===== src/rtl/he_job_pkg.sv =====
`default_nettype none

package he_job_pkg;

	// intake phase: references first, then the frame
	typedef enum logic {PH_REF = 1'b0, PH_FRAME = 1'b1} phase_t;

	localparam int DEF_NUM_REF    = 8;  // reference pixels per job
	localparam int DEF_FRAME_LOG2 = 10; // frame holds 1024 pixels

endpackage

`default_nettype wire


===== src/rtl/he_pixel_pkg.sv =====
`default_nettype none

// pixel data shared by every stage

package he_pixel_pkg;

	// one grey level sample
	typedef logic [7:0] pixel_t;

	// full scale grey level, also the equalizer gain
	localparam int PIXEL_MAX = 255;

endpackage

`default_nettype wire


===== src/rtl/cdf_accumulate.sv =====
`default_nettype none
`timescale 1ns/1ps

// stage 2: one running count per reference of frame pixels at or below it
module cdf_accumulate #(
	parameter int NUM_REF    = he_job_pkg::DEF_NUM_REF,
	parameter int FRAME_LOG2 = he_job_pkg::DEF_FRAME_LOG2
) (
	input  logic                 clk,
	input  logic                 rst_n,
	input  he_pixel_pkg::pixel_t ref_pixels [NUM_REF],
	input  logic                 frame_valid,
	input  he_pixel_pkg::pixel_t frame_pixel,
	input  logic                 frame_last,
	output logic [FRAME_LOG2:0]  cdf_counts [NUM_REF],
	output logic                 cdf_valid
);

	// one extra bit so a full frame of hits fits
	localparam int CNT_W = FRAME_LOG2 + 1;

	logic [CNT_W-1:0] run_cnt  [NUM_REF];
	logic [CNT_W-1:0] cnt_next [NUM_REF];

	always_comb begin
		for (int i = 0; i < NUM_REF; i++)
			cnt_next[i] = run_cnt[i] + CNT_W'(frame_pixel <= ref_pixels[i]);
	end

	// --------------------
	// running counters
	always_ff @(posedge clk or negedge rst_n) begin
		if (!rst_n) begin
			for (int i = 0; i < NUM_REF; i++)
				run_cnt[i] <= '0;
			cdf_valid <= 1'b0;
		end else begin
			cdf_valid <= frame_valid && frame_last;
			if (frame_valid) begin
				for (int i = 0; i < NUM_REF; i++)
					run_cnt[i] <= frame_last ? '0 : cnt_next[i]; // clear for next job
			end
		end
	end

	// snapshot includes the last beat, held until the next job ends
	always_ff @(posedge clk) begin
		if (frame_valid && frame_last) begin
			for (int i = 0; i < NUM_REF; i++)
				cdf_counts[i] <= cnt_next[i];
		end
	end

endmodule

`default_nettype wire


===== src/rtl/equalize_output.sv =====
`default_nettype none
`timescale 1ns/1ps

// stage 3: maps counts to grey levels and streams them in reference order
module equalize_output #(
	parameter int NUM_REF    = he_job_pkg::DEF_NUM_REF,
	parameter int FRAME_LOG2 = he_job_pkg::DEF_FRAME_LOG2
) (
	input  logic                 clk,
	input  logic                 rst_n,
	input  logic [FRAME_LOG2:0]  cdf_counts [NUM_REF],
	input  logic                 cdf_valid,
	output logic                 out_valid,
	output he_pixel_pkg::pixel_t out_image
);

	localparam int CNT_W = FRAME_LOG2 + 1;
	localparam int IDX_W = (NUM_REF > 1) ? $clog2(NUM_REF) : 1;
	localparam int PRD_W = CNT_W + 8;

	logic                 busy;
	logic [IDX_W-1:0]     idx;
	logic [IDX_W-1:0]     sel;
	logic [CNT_W-1:0]     sel_count;
	logic [PRD_W-1:0]     scaled;
	he_pixel_pkg::pixel_t grey;

	// --------------------
	// count * 255 / 2^FRAME_LOG2, never above 255
	always_comb begin
		sel       = cdf_valid ? '0 : idx;
		sel_count = cdf_counts[sel];
		scaled    = PRD_W'(sel_count) * PRD_W'(he_pixel_pkg::PIXEL_MAX);
		grey      = he_pixel_pkg::pixel_t'(scaled >> FRAME_LOG2);
	end

	always_ff @(posedge clk or negedge rst_n) begin
		if (!rst_n) begin
			out_valid <= 1'b0;
			out_image <= '0;
			busy      <= 1'b0;
			idx       <= '0;
		end else if (cdf_valid) begin
			out_valid <= 1'b1; // result 0
			out_image <= grey;
			busy      <= (NUM_REF > 1);
			idx       <= IDX_W'(1);
		end else if (busy) begin
			out_valid <= 1'b1;
			out_image <= grey;
			idx       <= idx + 1'b1;
			if (idx == IDX_W'(NUM_REF - 1))
				busy <= 1'b0;
		end else begin
			out_valid <= 1'b0;
			out_image <= '0; // idle bus reads zero
		end
	end

endmodule

`default_nettype wire


===== src/rtl/he_top.sv =====
`default_nettype none
`timescale 1ns/1ps

// histogram equalization engine, three stage pipeline
module he_top #(
	parameter int NUM_REF    = he_job_pkg::DEF_NUM_REF,
	parameter int FRAME_LOG2 = he_job_pkg::DEF_FRAME_LOG2
) (
	input  logic                 clk,
	input  logic                 rst_n,
	input  logic                 in_valid,
	input  he_pixel_pkg::pixel_t in_image,
	output logic                 out_valid,
	output he_pixel_pkg::pixel_t out_image
);

	// --------------------
	// stage 1 -> stage 2
	he_pixel_pkg::pixel_t ref_pixels [NUM_REF];
	logic                 frame_valid;
	he_pixel_pkg::pixel_t frame_pixel;
	logic                 frame_last;

	// stage 2 -> stage 3
	logic [FRAME_LOG2:0]  cdf_counts [NUM_REF];
	logic                 cdf_valid;

	pixel_intake #(.NUM_REF(NUM_REF), .FRAME_LOG2(FRAME_LOG2)) pixel_intake_i (
		.clk         (clk),
		.rst_n       (rst_n),
		.in_valid    (in_valid),
		.in_image    (in_image),
		.ref_pixels  (ref_pixels),
		.frame_valid (frame_valid),
		.frame_pixel (frame_pixel),
		.frame_last  (frame_last)
	);

	cdf_accumulate #(.NUM_REF(NUM_REF), .FRAME_LOG2(FRAME_LOG2)) cdf_accumulate_i (
		.clk         (clk),
		.rst_n       (rst_n),
		.ref_pixels  (ref_pixels),
		.frame_valid (frame_valid),
		.frame_pixel (frame_pixel),
		.frame_last  (frame_last),
		.cdf_counts  (cdf_counts),
		.cdf_valid   (cdf_valid)
	);

	equalize_output #(.NUM_REF(NUM_REF), .FRAME_LOG2(FRAME_LOG2)) equalize_output_i (
		.clk        (clk),
		.rst_n      (rst_n),
		.cdf_counts (cdf_counts),
		.cdf_valid  (cdf_valid),
		.out_valid  (out_valid),
		.out_image  (out_image)
	);

endmodule

`default_nettype wire


===== src/rtl/pixel_intake.sv =====
`default_nettype none
`timescale 1ns/1ps

// stage 1: splits a job into its reference pixels and its frame beats
module pixel_intake #(
	parameter int NUM_REF    = he_job_pkg::DEF_NUM_REF,
	parameter int FRAME_LOG2 = he_job_pkg::DEF_FRAME_LOG2
) (
	input  logic                 clk,
	input  logic                 rst_n,
	input  logic                 in_valid,
	input  he_pixel_pkg::pixel_t in_image,
	output he_pixel_pkg::pixel_t ref_pixels [NUM_REF],
	output logic                 frame_valid,
	output he_pixel_pkg::pixel_t frame_pixel,
	output logic                 frame_last
);

	localparam int                    REF_W     = (NUM_REF > 1) ? $clog2(NUM_REF) : 1;
	localparam logic [FRAME_LOG2-1:0] LAST_REF  = FRAME_LOG2'(NUM_REF - 1);
	localparam logic [FRAME_LOG2-1:0] LAST_BEAT = '1; // 2^FRAME_LOG2 - 1

	he_job_pkg::phase_t    phase;
	logic [FRAME_LOG2-1:0] beat_cnt; // shared by both phases

	// --------------------
	// phase and beat count
	always_ff @(posedge clk or negedge rst_n) begin
		if (!rst_n) begin
			phase       <= he_job_pkg::PH_REF;
			beat_cnt    <= '0;
			frame_valid <= 1'b0;
			frame_last  <= 1'b0;
		end else begin
			frame_valid <= 1'b0;
			frame_last  <= 1'b0;
			if (in_valid) begin
				case (phase)
					he_job_pkg::PH_REF: begin
						if (beat_cnt == LAST_REF) begin
							phase    <= he_job_pkg::PH_FRAME;
							beat_cnt <= '0;
						end else begin
							beat_cnt <= beat_cnt + 1'b1;
						end
					end
					he_job_pkg::PH_FRAME: begin
						frame_valid <= 1'b1;
						frame_last  <= (beat_cnt == LAST_BEAT);
						beat_cnt    <= beat_cnt + 1'b1; // wraps to zero after last beat
						if (beat_cnt == LAST_BEAT)
							phase <= he_job_pkg::PH_REF; // next job may start right away
					end
				endcase
			end
		end
	end

	// --------------------
	// payload
	always_ff @(posedge clk) begin
		if (in_valid && phase == he_job_pkg::PH_REF)
			ref_pixels[beat_cnt[REF_W-1:0]] <= in_image;
		if (in_valid && phase == he_job_pkg::PH_FRAME)
			frame_pixel <= in_image;
	end

endmodule

`default_nettype wire


===== config.mk =====
export PLATFORM = sky130hd
export DESIGN_NAME = he_top
export DESIGN_NICKNAME = d
export VERILOG_FILES = /design/src/rtl/he_job_pkg.sv /design/src/rtl/he_pixel_pkg.sv /design/src/rtl/cdf_accumulate.sv /design/src/rtl/equalize_output.sv /design/src/rtl/he_top.sv /design/src/rtl/pixel_intake.sv
export SDC_FILE = /design/constraint.sdc
export NUM_CORES = 1
export LEC_CHECK = 0
export BUFFER_PORTS_ARGS = -buffer_cell sky130_fd_sc_hd__buf_2
export CAP_MARGIN = 20
export CORE_MARGIN = 3
export CORE_UTILIZATION = 53
export CTS_BUF_LIST = sky130_fd_sc_hd__clkbuf_2 sky130_fd_sc_hd__clkbuf_4 sky130_fd_sc_hd__clkbuf_8
export DETAILED_ROUTE_END_ITERATION = 7
export PLACE_DENSITY = 0.69
export REMOVE_ABC_BUFFERS = 1
export SLEW_MARGIN = 20
export SYNTH_ARGS = -nofsm -noshare
export SYNTH_HDL_FRONTEND = slang
export SYNTH_HIERARCHICAL = 1
export SYNTH_SLANG_ARGS = --single-unit

===== constraint.sdc =====
create_clock -name clk -period 7.9 [get_ports clk]
set_clock_uncertainty 0.15 [all_clocks]
set_input_delay 1.58 -clock clk [delete_from_list [all_inputs] [get_ports clk]]
set_output_delay 1.58 -clock clk [all_outputs]
set_load 0.05 [all_outputs]

# Yosys cells after proc, flatten, opt, wreduce, memory -nomap -nowiden
# Cells that the tools add are included.
[op_classes]
add_sub_neg = 10
mul = 1
magnitude_cmp = 11
n_eq_ne = 3
muxes = 33
bitwise_logic = 3
n_reduce_logical = 5
[op_table]
columns = ["op", "n"]
rows = [
  ["2-to-1 mux 11 bit", 10],
  ["adder 11 x 1 -> 11 bit", 8],
  ["bitwise mux 64 bit", 1],
  ["<= comparator 8 bit", 8],
  ["binary-select mux 11 bit (select 3 bit)", 1],
  ["demux 8 bit (select 3 bit)", 1],
  ["2-to-1 mux 8 bit", 3],
  ["one-hot mux 10 bit (2 select lines)", 1],
  ["multiplier 11 x 8 -> 18 bit (second input constant)", 1],
  ["2-to-1 mux 1 bit", 11],
  ["adder 10 x 1 -> 10 bit (second input constant)", 1],
  ["equality test 10 bit (second input constant)", 1],
  ["equality test 10 x 3 -> 1 bit (second input constant)", 1],
  ["2-to-1 mux 10 bit", 1],
  ["2-to-1 mux 3 bit", 3],
  ["greater-or-equal comparator 4 bit (second input constant)", 2],
  ["NOT 3 -> 4 bit", 2],
  ["logical AND 1 bit", 4],
  ["< comparator 4 x 1 -> 1 bit (second input constant)", 1],
  ["adder 3 x 1 -> 3 bit (second input constant)", 1],
  ["equality test 3 bit (second input constant)", 1],
  ["one-hot mux 1 bit (2 select lines)", 1],
  ["nonzero test 2 bit", 1],
  ["NOT 1 bit", 1],
]
[totals]
ff_bits = 275
out_inout_bits = 9
wordCells = 100

# Logic depth before layout (Yosys ltp)
# Gate-level depths: netlist (run 1).
[logic_depth]
ltp_word = 8
mapped_depth = 23
ltp_nobuf = 21

# Cells and area by module
# The synthesis (run 1) kept the hierarchy.
[by_module_without_submodules]
columns = ["module", "instances", "cells_per_inst", "area_per_inst_um2"]
rows = [
  ["cdf_accumulate", 1, 883, 9613.0],
  ["equalize_output", 1, 363, 3393.3],
  ["pixel_intake", 1, 139, 2826.5],
]

# Least setup slack after synthesis (run 1)
# No wires, ideal clock.
[synth_path]
path_kind = "register -> register"
start = "reg equalize_output_i.idx[0]"
end = "reg equalize_output_i.out_image[4]"
setup_time_ns = 0.087
arrival_time_ns = 6.005
slack_ns = 1.659
stages_incl_launch_ff = 22
path_buffers = 3
synth_period_minus_slack_ns = 6.241
path_cell_list = "dfrtp_1 > buf_6 > nand2b_1 > buf_4 > mux4_2 > mux2i_1 > inv_1 > fa_1 > inv_1 > fa_1 > inv_1 > fa_1 > inv_1 > fa_1 > inv_1 > ha_1 > clkbuf_1 > a21oi_1 > o21a_1 > o221ai_1 > or4b_2 > o211ai_1"
[synth_via]
elab_chain_len = 8
[synth_rtl]
columns = ["element", "line", "source"]
rows = [
  ["start: declaration", "equalize_output.sv:22", "logic [IDX_W-1:0] idx;"],
  ["start signal: assignment", "equalize_output.sv:51", "idx <= idx + 1'b1;"],
  ["2-to-1 mux 3 bit *", "equalize_output.sv:31", "sel = cdf_valid ? '0 : idx;"],
  ["NOT 3 -> 4 bit (implied by the code) *", "equalize_output.sv:32", "sel_count = cdf_counts[sel];"],
  ["binary-select mux 11 bit (select 3 bit) *", "equalize_output.sv:32", ""],
  ["2-to-1 mux 11 bit (implied by the code) * (2 in a row)", "equalize_output.sv:32", ""],
  ["multiplier 11 x 8 -> 18 bit *", "equalize_output.sv:33", "scaled = PRD_W'(sel_count) * PRD_W'(he_pixel_pkg::PIXEL_MAX);"],
  ["2-to-1 mux 8 bit", "equalize_output.sv:48", "end else if (busy) begin"],
  ["2-to-1 mux 8 bit *", "equalize_output.sv:43", "end else if (cdf_valid) begin"],
  ["end signal: assignment", "equalize_output.sv:45", "out_image <= grey;"],
  ["end signal: assignment", "equalize_output.sv:50", "out_image <= grey;"],
  ["end: declaration", "equalize_output.sv:14", "output he_pixel_pkg::pixel_t out_image"],
]
# Every way passes the cells marked *; elsewhere a longest branch is shown, timed or not. The select of a mux whose other input is x is not followed.
# A chain may end at the register's enable or synchronous reset.

# Final worst setup path (run 1)
[layout_path]
start = "reg cdf_accumulate_i.cdf_valid"
end = "reg equalize_output_i.out_image[5]"
[layout_via]
elab_chain_len = 8
[layout_rtl]
columns = ["element", "line", "source"]
rows = [
  ["start: declaration", "cdf_accumulate.sv:16", "output logic cdf_valid"],
  ["start signal: assignment", "cdf_accumulate.sv:38", "cdf_valid <= frame_valid && frame_last;"],
  ["2-to-1 mux 3 bit", "equalize_output.sv:31", ""],
  ["NOT 3 -> 4 bit (implied by the code)", "equalize_output.sv:32", ""],
  ["binary-select mux 11 bit (select 3 bit)", "equalize_output.sv:32", ""],
  ["2-to-1 mux 11 bit (implied by the code) (2 in a row)", "equalize_output.sv:32", ""],
  ["multiplier 11 x 8 -> 18 bit", "equalize_output.sv:33", ""],
  ["2-to-1 mux 8 bit", "equalize_output.sv:48", ""],
  ["2-to-1 mux 8 bit *", "equalize_output.sv:43", ""],
]
# Marks and branches as above.

==> reports/summary.txt, run 1 <==
sequential fraction of design power: 51.5%
Worst-path clk slew: 0.06 ns
Synth Cell Area: 15830 sq um
Leak: 7.516 nW
Critical Path RT: 8.21 ns
syn avg cell area: 11.43 sq um
sw frac: 27.51%
CP Max Fanout: 13
# setup viols final: 0
placed wire-length estimate: 22810 microns
Hold Fails Final Rpt: 0
die area: 31980 sq um
CTS resizes: 0
reg2reg setup slack: 0.92 ns
Post-Syn Instances: 1385
CP endpoint kind: flip-flop
Worst Hold End: pixel_intake_i/beat_cnt[4]$_DFFE_PN0P_
Final min period: 6.982 ns
root buf cell: clkbuf_8
total grt overflow: 0
Arrival @ worst endpoint: 7.29 ns
global-route wire length before repair: 54630 microns
combinational power share: 11.0%
Internal: 2.567 mW
Via density: 5.737
min-delay src: pixel_intake_i/beat_cnt[4]$_DFFE_PN0P_
Total Wirelength: 33450 microns
FF+latch count, synth: 275
P_sw: 973.9 uW
TritonRoute pass-1 iters: 6
fin. max-slew vios: 0
Crit Path Class: flip-flop to flip-flop
ANT cells: 0
layout cells sized above 1: 11.71%
Hold Slack: 0.3413 ns
total power: 3.541 mW
most frequent cells in the layout: 160 x edfxtp_1, 152 x inv_1, 119 x ha_1
Worst Hold Class: flip-flop to flip-flop
Clk pwr share: 37.5%
most common cell after layout, fill and taps aside: edfxtp_1
max_cap viols: 0
worst r2r src: cdf_accumulate_i/cdf_valid$_DFF_PN0_
Peak supply drop: 0.1392 mV
CTS tree: built
antenna viol nets, final: 0
Worst Tran Pin Value: 1.055 ns
crit-path cells: nand2b_1 -> mux4_2 -> mux2i_1 -> inv_1 -> fa_1 -> inv_1 -> fa_1 -> inv_1 -> fa_1 -> inv_1 -> fa_1 -> inv_1 -> ha_1 -> and3_1 -> nand3_1 -> nor2_1 -> nor4b_1 -> or3_1 -> nand3_1
Post-synth top flop: edfxtp_1
cells on worst reg2reg path: 19
worst-case clock buffer depth: 3
Async SR Flop Fraction: 41.82%
synth warn: 6
die height: 178.8 microns
Slew headroom: 29.24%
number of global-route vias before repair: 10390
crit start category: flip-flop
PwrDens: 206.1 nW/um^2
# rows: 62
Die X-Extent: 178.8 microns
gr usage total: 21.60%
final net count: 1564
Final GP Congestion: 0.9316
# IOs: 20
status: completed
Seq/Total Area, Yosys: 48.52%
largest net degree at the start of global routing: 90
via count: 10440
TritonCTS Sinks: 275
hold-critical path depth: 1
Setup TNS Final: 0 ns
RSZ-0062 raised after global routing: no
area grow syn2layout: 8.488%
Num CTS Buffers: 48
Final Cycle Share: 88.38%
Unique masters post-synth: 74
Setup Fix Bufs, Post-CTS: 0
register area: 7685 sq um
Largest delay share family, worst path: adder cells
CP Buf/Inv Count: 5
area of the multi-input gates: 7268 sq um
Starting Density: 54.43%
worst r2r dst: equalize_output_i/out_image[5]$_DFF_PN0_
Fmax: 0.1432 GHz
peak per-stage delay on the critical path: 0.64 ns
drt drc: 0
Port Buffers: 19
CP dominant cell by count: inv_1
cts hold-fix bufs: 0
1st-iter DRT viols: 784
WL/cell: 18.39 microns
H-tree Lvls: 2
slowest cell on the critical path: nor4b_1
worst skew pair latency: 0.58 ns
filler instances: 2353
core box area: 29090 sq um
EDFF count, synth: 160
initial antenna violation count: 0
-- power by group through the flow --
| stage | clock network (mW) | logic [mW] | registers [mW] |
|---|---|---|---|
| after detailed placement | 0 | 0.391 | 1.84 |
| after CTS | 1.36 | 0.394 | 1.82 |
| after global placement | 0 | 0.378 | 1.84 |
| after global routing | 1.43 | 0.445 | 1.84 |
| after floorplan | 0 | 0.288 | 1.81 |
| final | 1.33 | 0.389 | 1.82 |
-- area by class of cell --
type / instances / area share (%)
Inverter: 155 / 3.395
Clock buffer: 60 / 4.516
Multi-Input combinational cell: 886 / 42.31
Sequential cell: 275 / 44.74
Tap cell: 384 / 2.797
Timing Repair Buffer: 29 / 1.027
Clock inverter: 30 / 1.209
-- registers in the layout (all words and copies together), names as in the netlist, 3 cells and up --
name / count
cdf_accumulate_i/cdf_counts: 88
cdf_accumulate_i/run_cnt: 88
pixel_intake_i/ref_pixels: 64
pixel_intake_i/beat_cnt: 10
equalize_output_i/out_image: 8
pixel_intake_i/frame_pixel: 8
equalize_output_i/idx: 3
-- cell usage after synthesis, drive strengths merged (17+ instances only) --
master	n	area (sq um)
edfxtp	160	4805
inv	154	578.1
ha	119	1489
dfrtp	115	2878
o21ai	78	390.4
nand2	67	259.0
nor2	59	224.0
xnor2	54	473.0
nand3	46	235.2
a21oi	42	210.2
clkbuf	39	147.6
fa	39	780.8
nand4	35	219.0
xor2	35	306.5
o31ai	33	247.7
buf	30	165.2
nor2b	24	150.1
a22o	23	201.4
mux2i	23	230.2
nor3	20	100.1
a31o	18	157.6
mux4	17	386.6
-- worst max path at each step --
stage / from / end / slack (ns) / cells past startpoint
after floorplan: equalize_output_i/idx[0]$_DFFE_PN0P_ / equalize_output_i/out_image[4]$_DFF_PN0_ / 1.23 / 18
after global placement: cdf_accumulate_i/cdf_valid$_DFF_PN0_ / equalize_output_i/out_image[4]$_DFF_PN0_ / 1.11 / 18
after detailed placement: cdf_accumulate_i/cdf_valid$_DFF_PN0_ / equalize_output_i/out_image[4]$_DFF_PN0_ / 0.95 / 18
after CTS: cdf_accumulate_i/cdf_valid$_DFF_PN0_ / equalize_output_i/out_image[4]$_DFF_PN0_ / 0.93 / 18
after global routing: cdf_accumulate_i/cdf_valid$_DFF_PN0_ / equalize_output_i/out_image[5]$_DFF_PN0_ / 0.34 / 19
final: cdf_accumulate_i/cdf_valid$_DFF_PN0_ / equalize_output_i/out_image[5]$_DFF_PN0_ / 0.92 / 19
-- worst reg2reg max path, cell delays in order, from the launching register on --
cell and delay, ns:
dfrtp_1 0.53, nand2b_1 0.61, mux4_2 0.58, mux2i_1 0.43
inv_1 0.22, fa_1 0.63, inv_1 0.07, fa_1 0.53
inv_1 0.05, fa_1 0.53, inv_1 0.05, fa_1 0.53
inv_1 0.04, ha_1 0.42, and3_1 0.28, nand3_1 0.13
nor2_1 0.19, nor4b_1 0.64, or3_1 0.21, nand3_1 0.06
-- kinds of logic (layout without fill, tap and decap cells) --
logic type | Yosys count | after routing | synth area share [%]
AOI/OAI and AO/OA | 278 | 278 | 11.87
xor gates and xnor gates | 89 | 89 | 4.923
adders and majority gates | 158 | 158 | 14.34
buffers and inverters | 224 | 274 | 5.650
DFF | 275 | 275 | 48.52
muxes | 42 | 42 | 4.038
and+or+nand+nor | 319 | 319 | 10.66
-- layer usage --
metal	routed length (microns)	track usage, %
met3	1202	2.965
met2	16270	36.03
met4	809	6.201
met5	0	0
met1	15170	29.71
-- per-stage QoR --
step                      area (sq um)  utilization [%]  setup WS, ns  instances
after floorplan                  15520                -         1.233       1316
after global placement           16180            55.62         1.109       1729
after detailed placement         16180            55.62        0.9536       1729
after CTS                        17160            59.00        0.9316       1819
after global routing             17180            59.05        0.3407       1819
final                            17180            59.05        0.9181       1819
Note: power is estimated with default switching activity, not from simulation.
==> run 2, diff against run 1 <==
Settings changed: PLACE_DENSITY 0.69 to 0.77.
==> run 2 against run 1 <==
  * Maximum frequency is 0.33% lower
  * Final cell count down 0.16%
  * Largest cell class unchanged
  * Power rose by 1.6%
  * Global-route usage increased by 0.14 points
  * Clock power rose by 4%
  * Combinational power hardly changed
  * Largest power group unchanged
  * Worst hold slack got worse by 0.0040 ns
  * First-iteration DRC count is 23% lower
  * Critical endpoint is now equalize_output_i/out_image[4]$_DFF_PN0_
  * Highest routed layer unchanged
  * Setup slack worse by 0.023 ns
  * Wire length is 0.46% higher
==> reports/summary.txt, run 2 (synthesis gave the netlist of run 1 again) <==
most common cell after layout, fill and taps aside: edfxtp_1
total grt overflow: 0
Peak supply drop: 0.2010 mV
global-route wire length before repair: 55100 microns
crit start category: flip-flop
largest net degree at the start of global routing: 77
most frequent cells in the layout: 160 x edfxtp_1, 151 x inv_1, 119 x ha_1
Final Cycle Share: 88.67%
Slew headroom: 28.35%
Setup Fix Bufs, Post-CTS: 0
antenna viol nets, final: 0
via count: 10620
Critical Path RT: 8.22 ns
1st-iter DRT viols: 605
final net count: 1562
cts hold-fix bufs: 0
Leak: 7.517 nW
Port Buffers: 19
filler instances: 2309
Die X-Extent: 178.8 microns
status: completed
Worst Hold Class: flip-flop to flip-flop
die area: 31980 sq um
area grow syn2layout: 8.598%
Crit Path Class: flip-flop to flip-flop
CTS tree: built
worst-case clock buffer depth: 3
placed wire-length estimate: 23130 microns
Arrival @ worst endpoint: 7.32 ns
root buf cell: clkbuf_8
RSZ-0062 raised after global routing: no
initial antenna violation count: 0
TritonRoute pass-1 iters: 5
CP Max Fanout: 13
Final GP Congestion: 0.9249
Hold Fails Final Rpt: 0
die height: 178.8 microns
TritonCTS Sinks: 275
ANT cells: 0
Setup TNS Final: 0 ns
CTS resizes: 0
gr usage total: 21.74%
WL/cell: 18.50 microns
PwrDens: 209.3 nW/um^2
# rows: 62
Fmax: 0.1428 GHz
fin. max-slew vios: 0
fin util: 59.11%
# IOs: 20
Hold Slack: 0.3373 ns
Total Wirelength: 33600 microns
Starting Density: 54.43%
Worst Tran Pin Value: 1.068 ns
reg2reg setup slack: 0.89 ns
Via density: 5.849
CP endpoint kind: flip-flop
max_cap viols: 0
# setup viols final: 0
number of global-route vias before repair: 10770
Worst-path clk slew: 0.06 ns
worst skew pair latency: 0.57 ns
layout cells sized above 1: 11.38%
Final min period: 7.005 ns
Num CTS Buffers: 47
drt drc: 0
H-tree Lvls: 2
core box area: 29090 sq um
run 2: changes by cell type in the layout (fill, tap and decap cells not counted), sizes merged:
cell / previous run / this run
buf: 29 / 28
clkinv: 27 / 26
clkbuf: 60 / 59
inv: 155 / 152
bufinv: 2 / 5
run 2: stage by stage:
stage | instances | power [mW] | cell area (sq um) | setup WS [ns]
floorplan | 1316 | 2.096 | 15520 | 1.233
global placement | 1728 | 2.209 | 16170 | 1.123
detailed placement | 1728 | 2.238 | 16170 | 0.8664
CTS | 1816 | 3.622 | 17190 | 0.8688
global route | 1816 | 3.766 | 17190 | 0.3611
finish | 1816 | 3.598 | 17190 | 0.8947
run 2: per-layer routing:
layer,track usage [%],vias up,routed length [microns]
li1,-,5018,-
met1,28.61,5213,14330
met2,36.85,312,16570
met3,3.304,78,1692
met4,7.597,0,1002
met5,0,-,0
run 2: final cells by class:
class / instances / area, sq um / area share [%]
multi-input combinational: 886 / 7266 / 42.26
clock inverter: 29 / 265.3 / 1.543
tap: 384 / 480.5 / 2.794
clock buffer: 59 / 749.5 / 4.359
sequential: 275 / 7685 / 44.70
inverter: 155 / 583.1 / 3.391
timing repair buffer: 28 / 165.2 / 0.9606
run 2: worst max-delay path, cell delays in order (launching register included):
cell	delay (ns)
dfrtp_1	0.53
nand2b_1	0.59
mux4_2	0.58
mux2i_1	0.45
inv_1	0.22
fa_1	0.63
inv_1	0.08
fa_1	0.54
inv_1	0.07
fa_1	0.55
inv_1	0.06
fa_1	0.53
inv_1	0.04
ha_1	0.39
a21oi_1	0.31
o21a_1	0.17
o221ai_1	0.19
or4b_2	0.64
o211ai_1	0.18
run 2: final timing paths:
kind | start | endpoint | cells past startpoint
hold reg to reg | pixel_intake_i/beat_cnt[4]$_DFFE_PN0P_ | pixel_intake_i/beat_cnt[4]$_DFFE_PN0P_ | 1
setup / recovery | cdf_accumulate_i/cdf_valid$_DFF_PN0_ | equalize_output_i/out_image[4]$_DFF_PN0_ | 18
setup reg to reg | cdf_accumulate_i/cdf_valid$_DFF_PN0_ | equalize_output_i/out_image[4]$_DFF_PN0_ | 18
min in group asynchronous | rst_n | equalize_output_i/out_image[6]$_DFF_PN0_ | 1
hold / removal | pixel_intake_i/beat_cnt[4]$_DFFE_PN0P_ | pixel_intake_i/beat_cnt[4]$_DFFE_PN0P_ | 1
max in group asynchronous | rst_n | pixel_intake_i/frame_last$_DFF_PN0_ | 2
run 2: where the power goes:
| part | leakage (nW) | switching, mW | internal (mW) |
|---|---|---|---|
| Sequential | 3.05 | 0.162 | 1.66 |
| Clock | 0.539 | 0.590 | 0.792 |
| Combinational | 3.93 | 0.208 | 0.182 |
| Total | 7.52 | 0.961 | 2.64 |
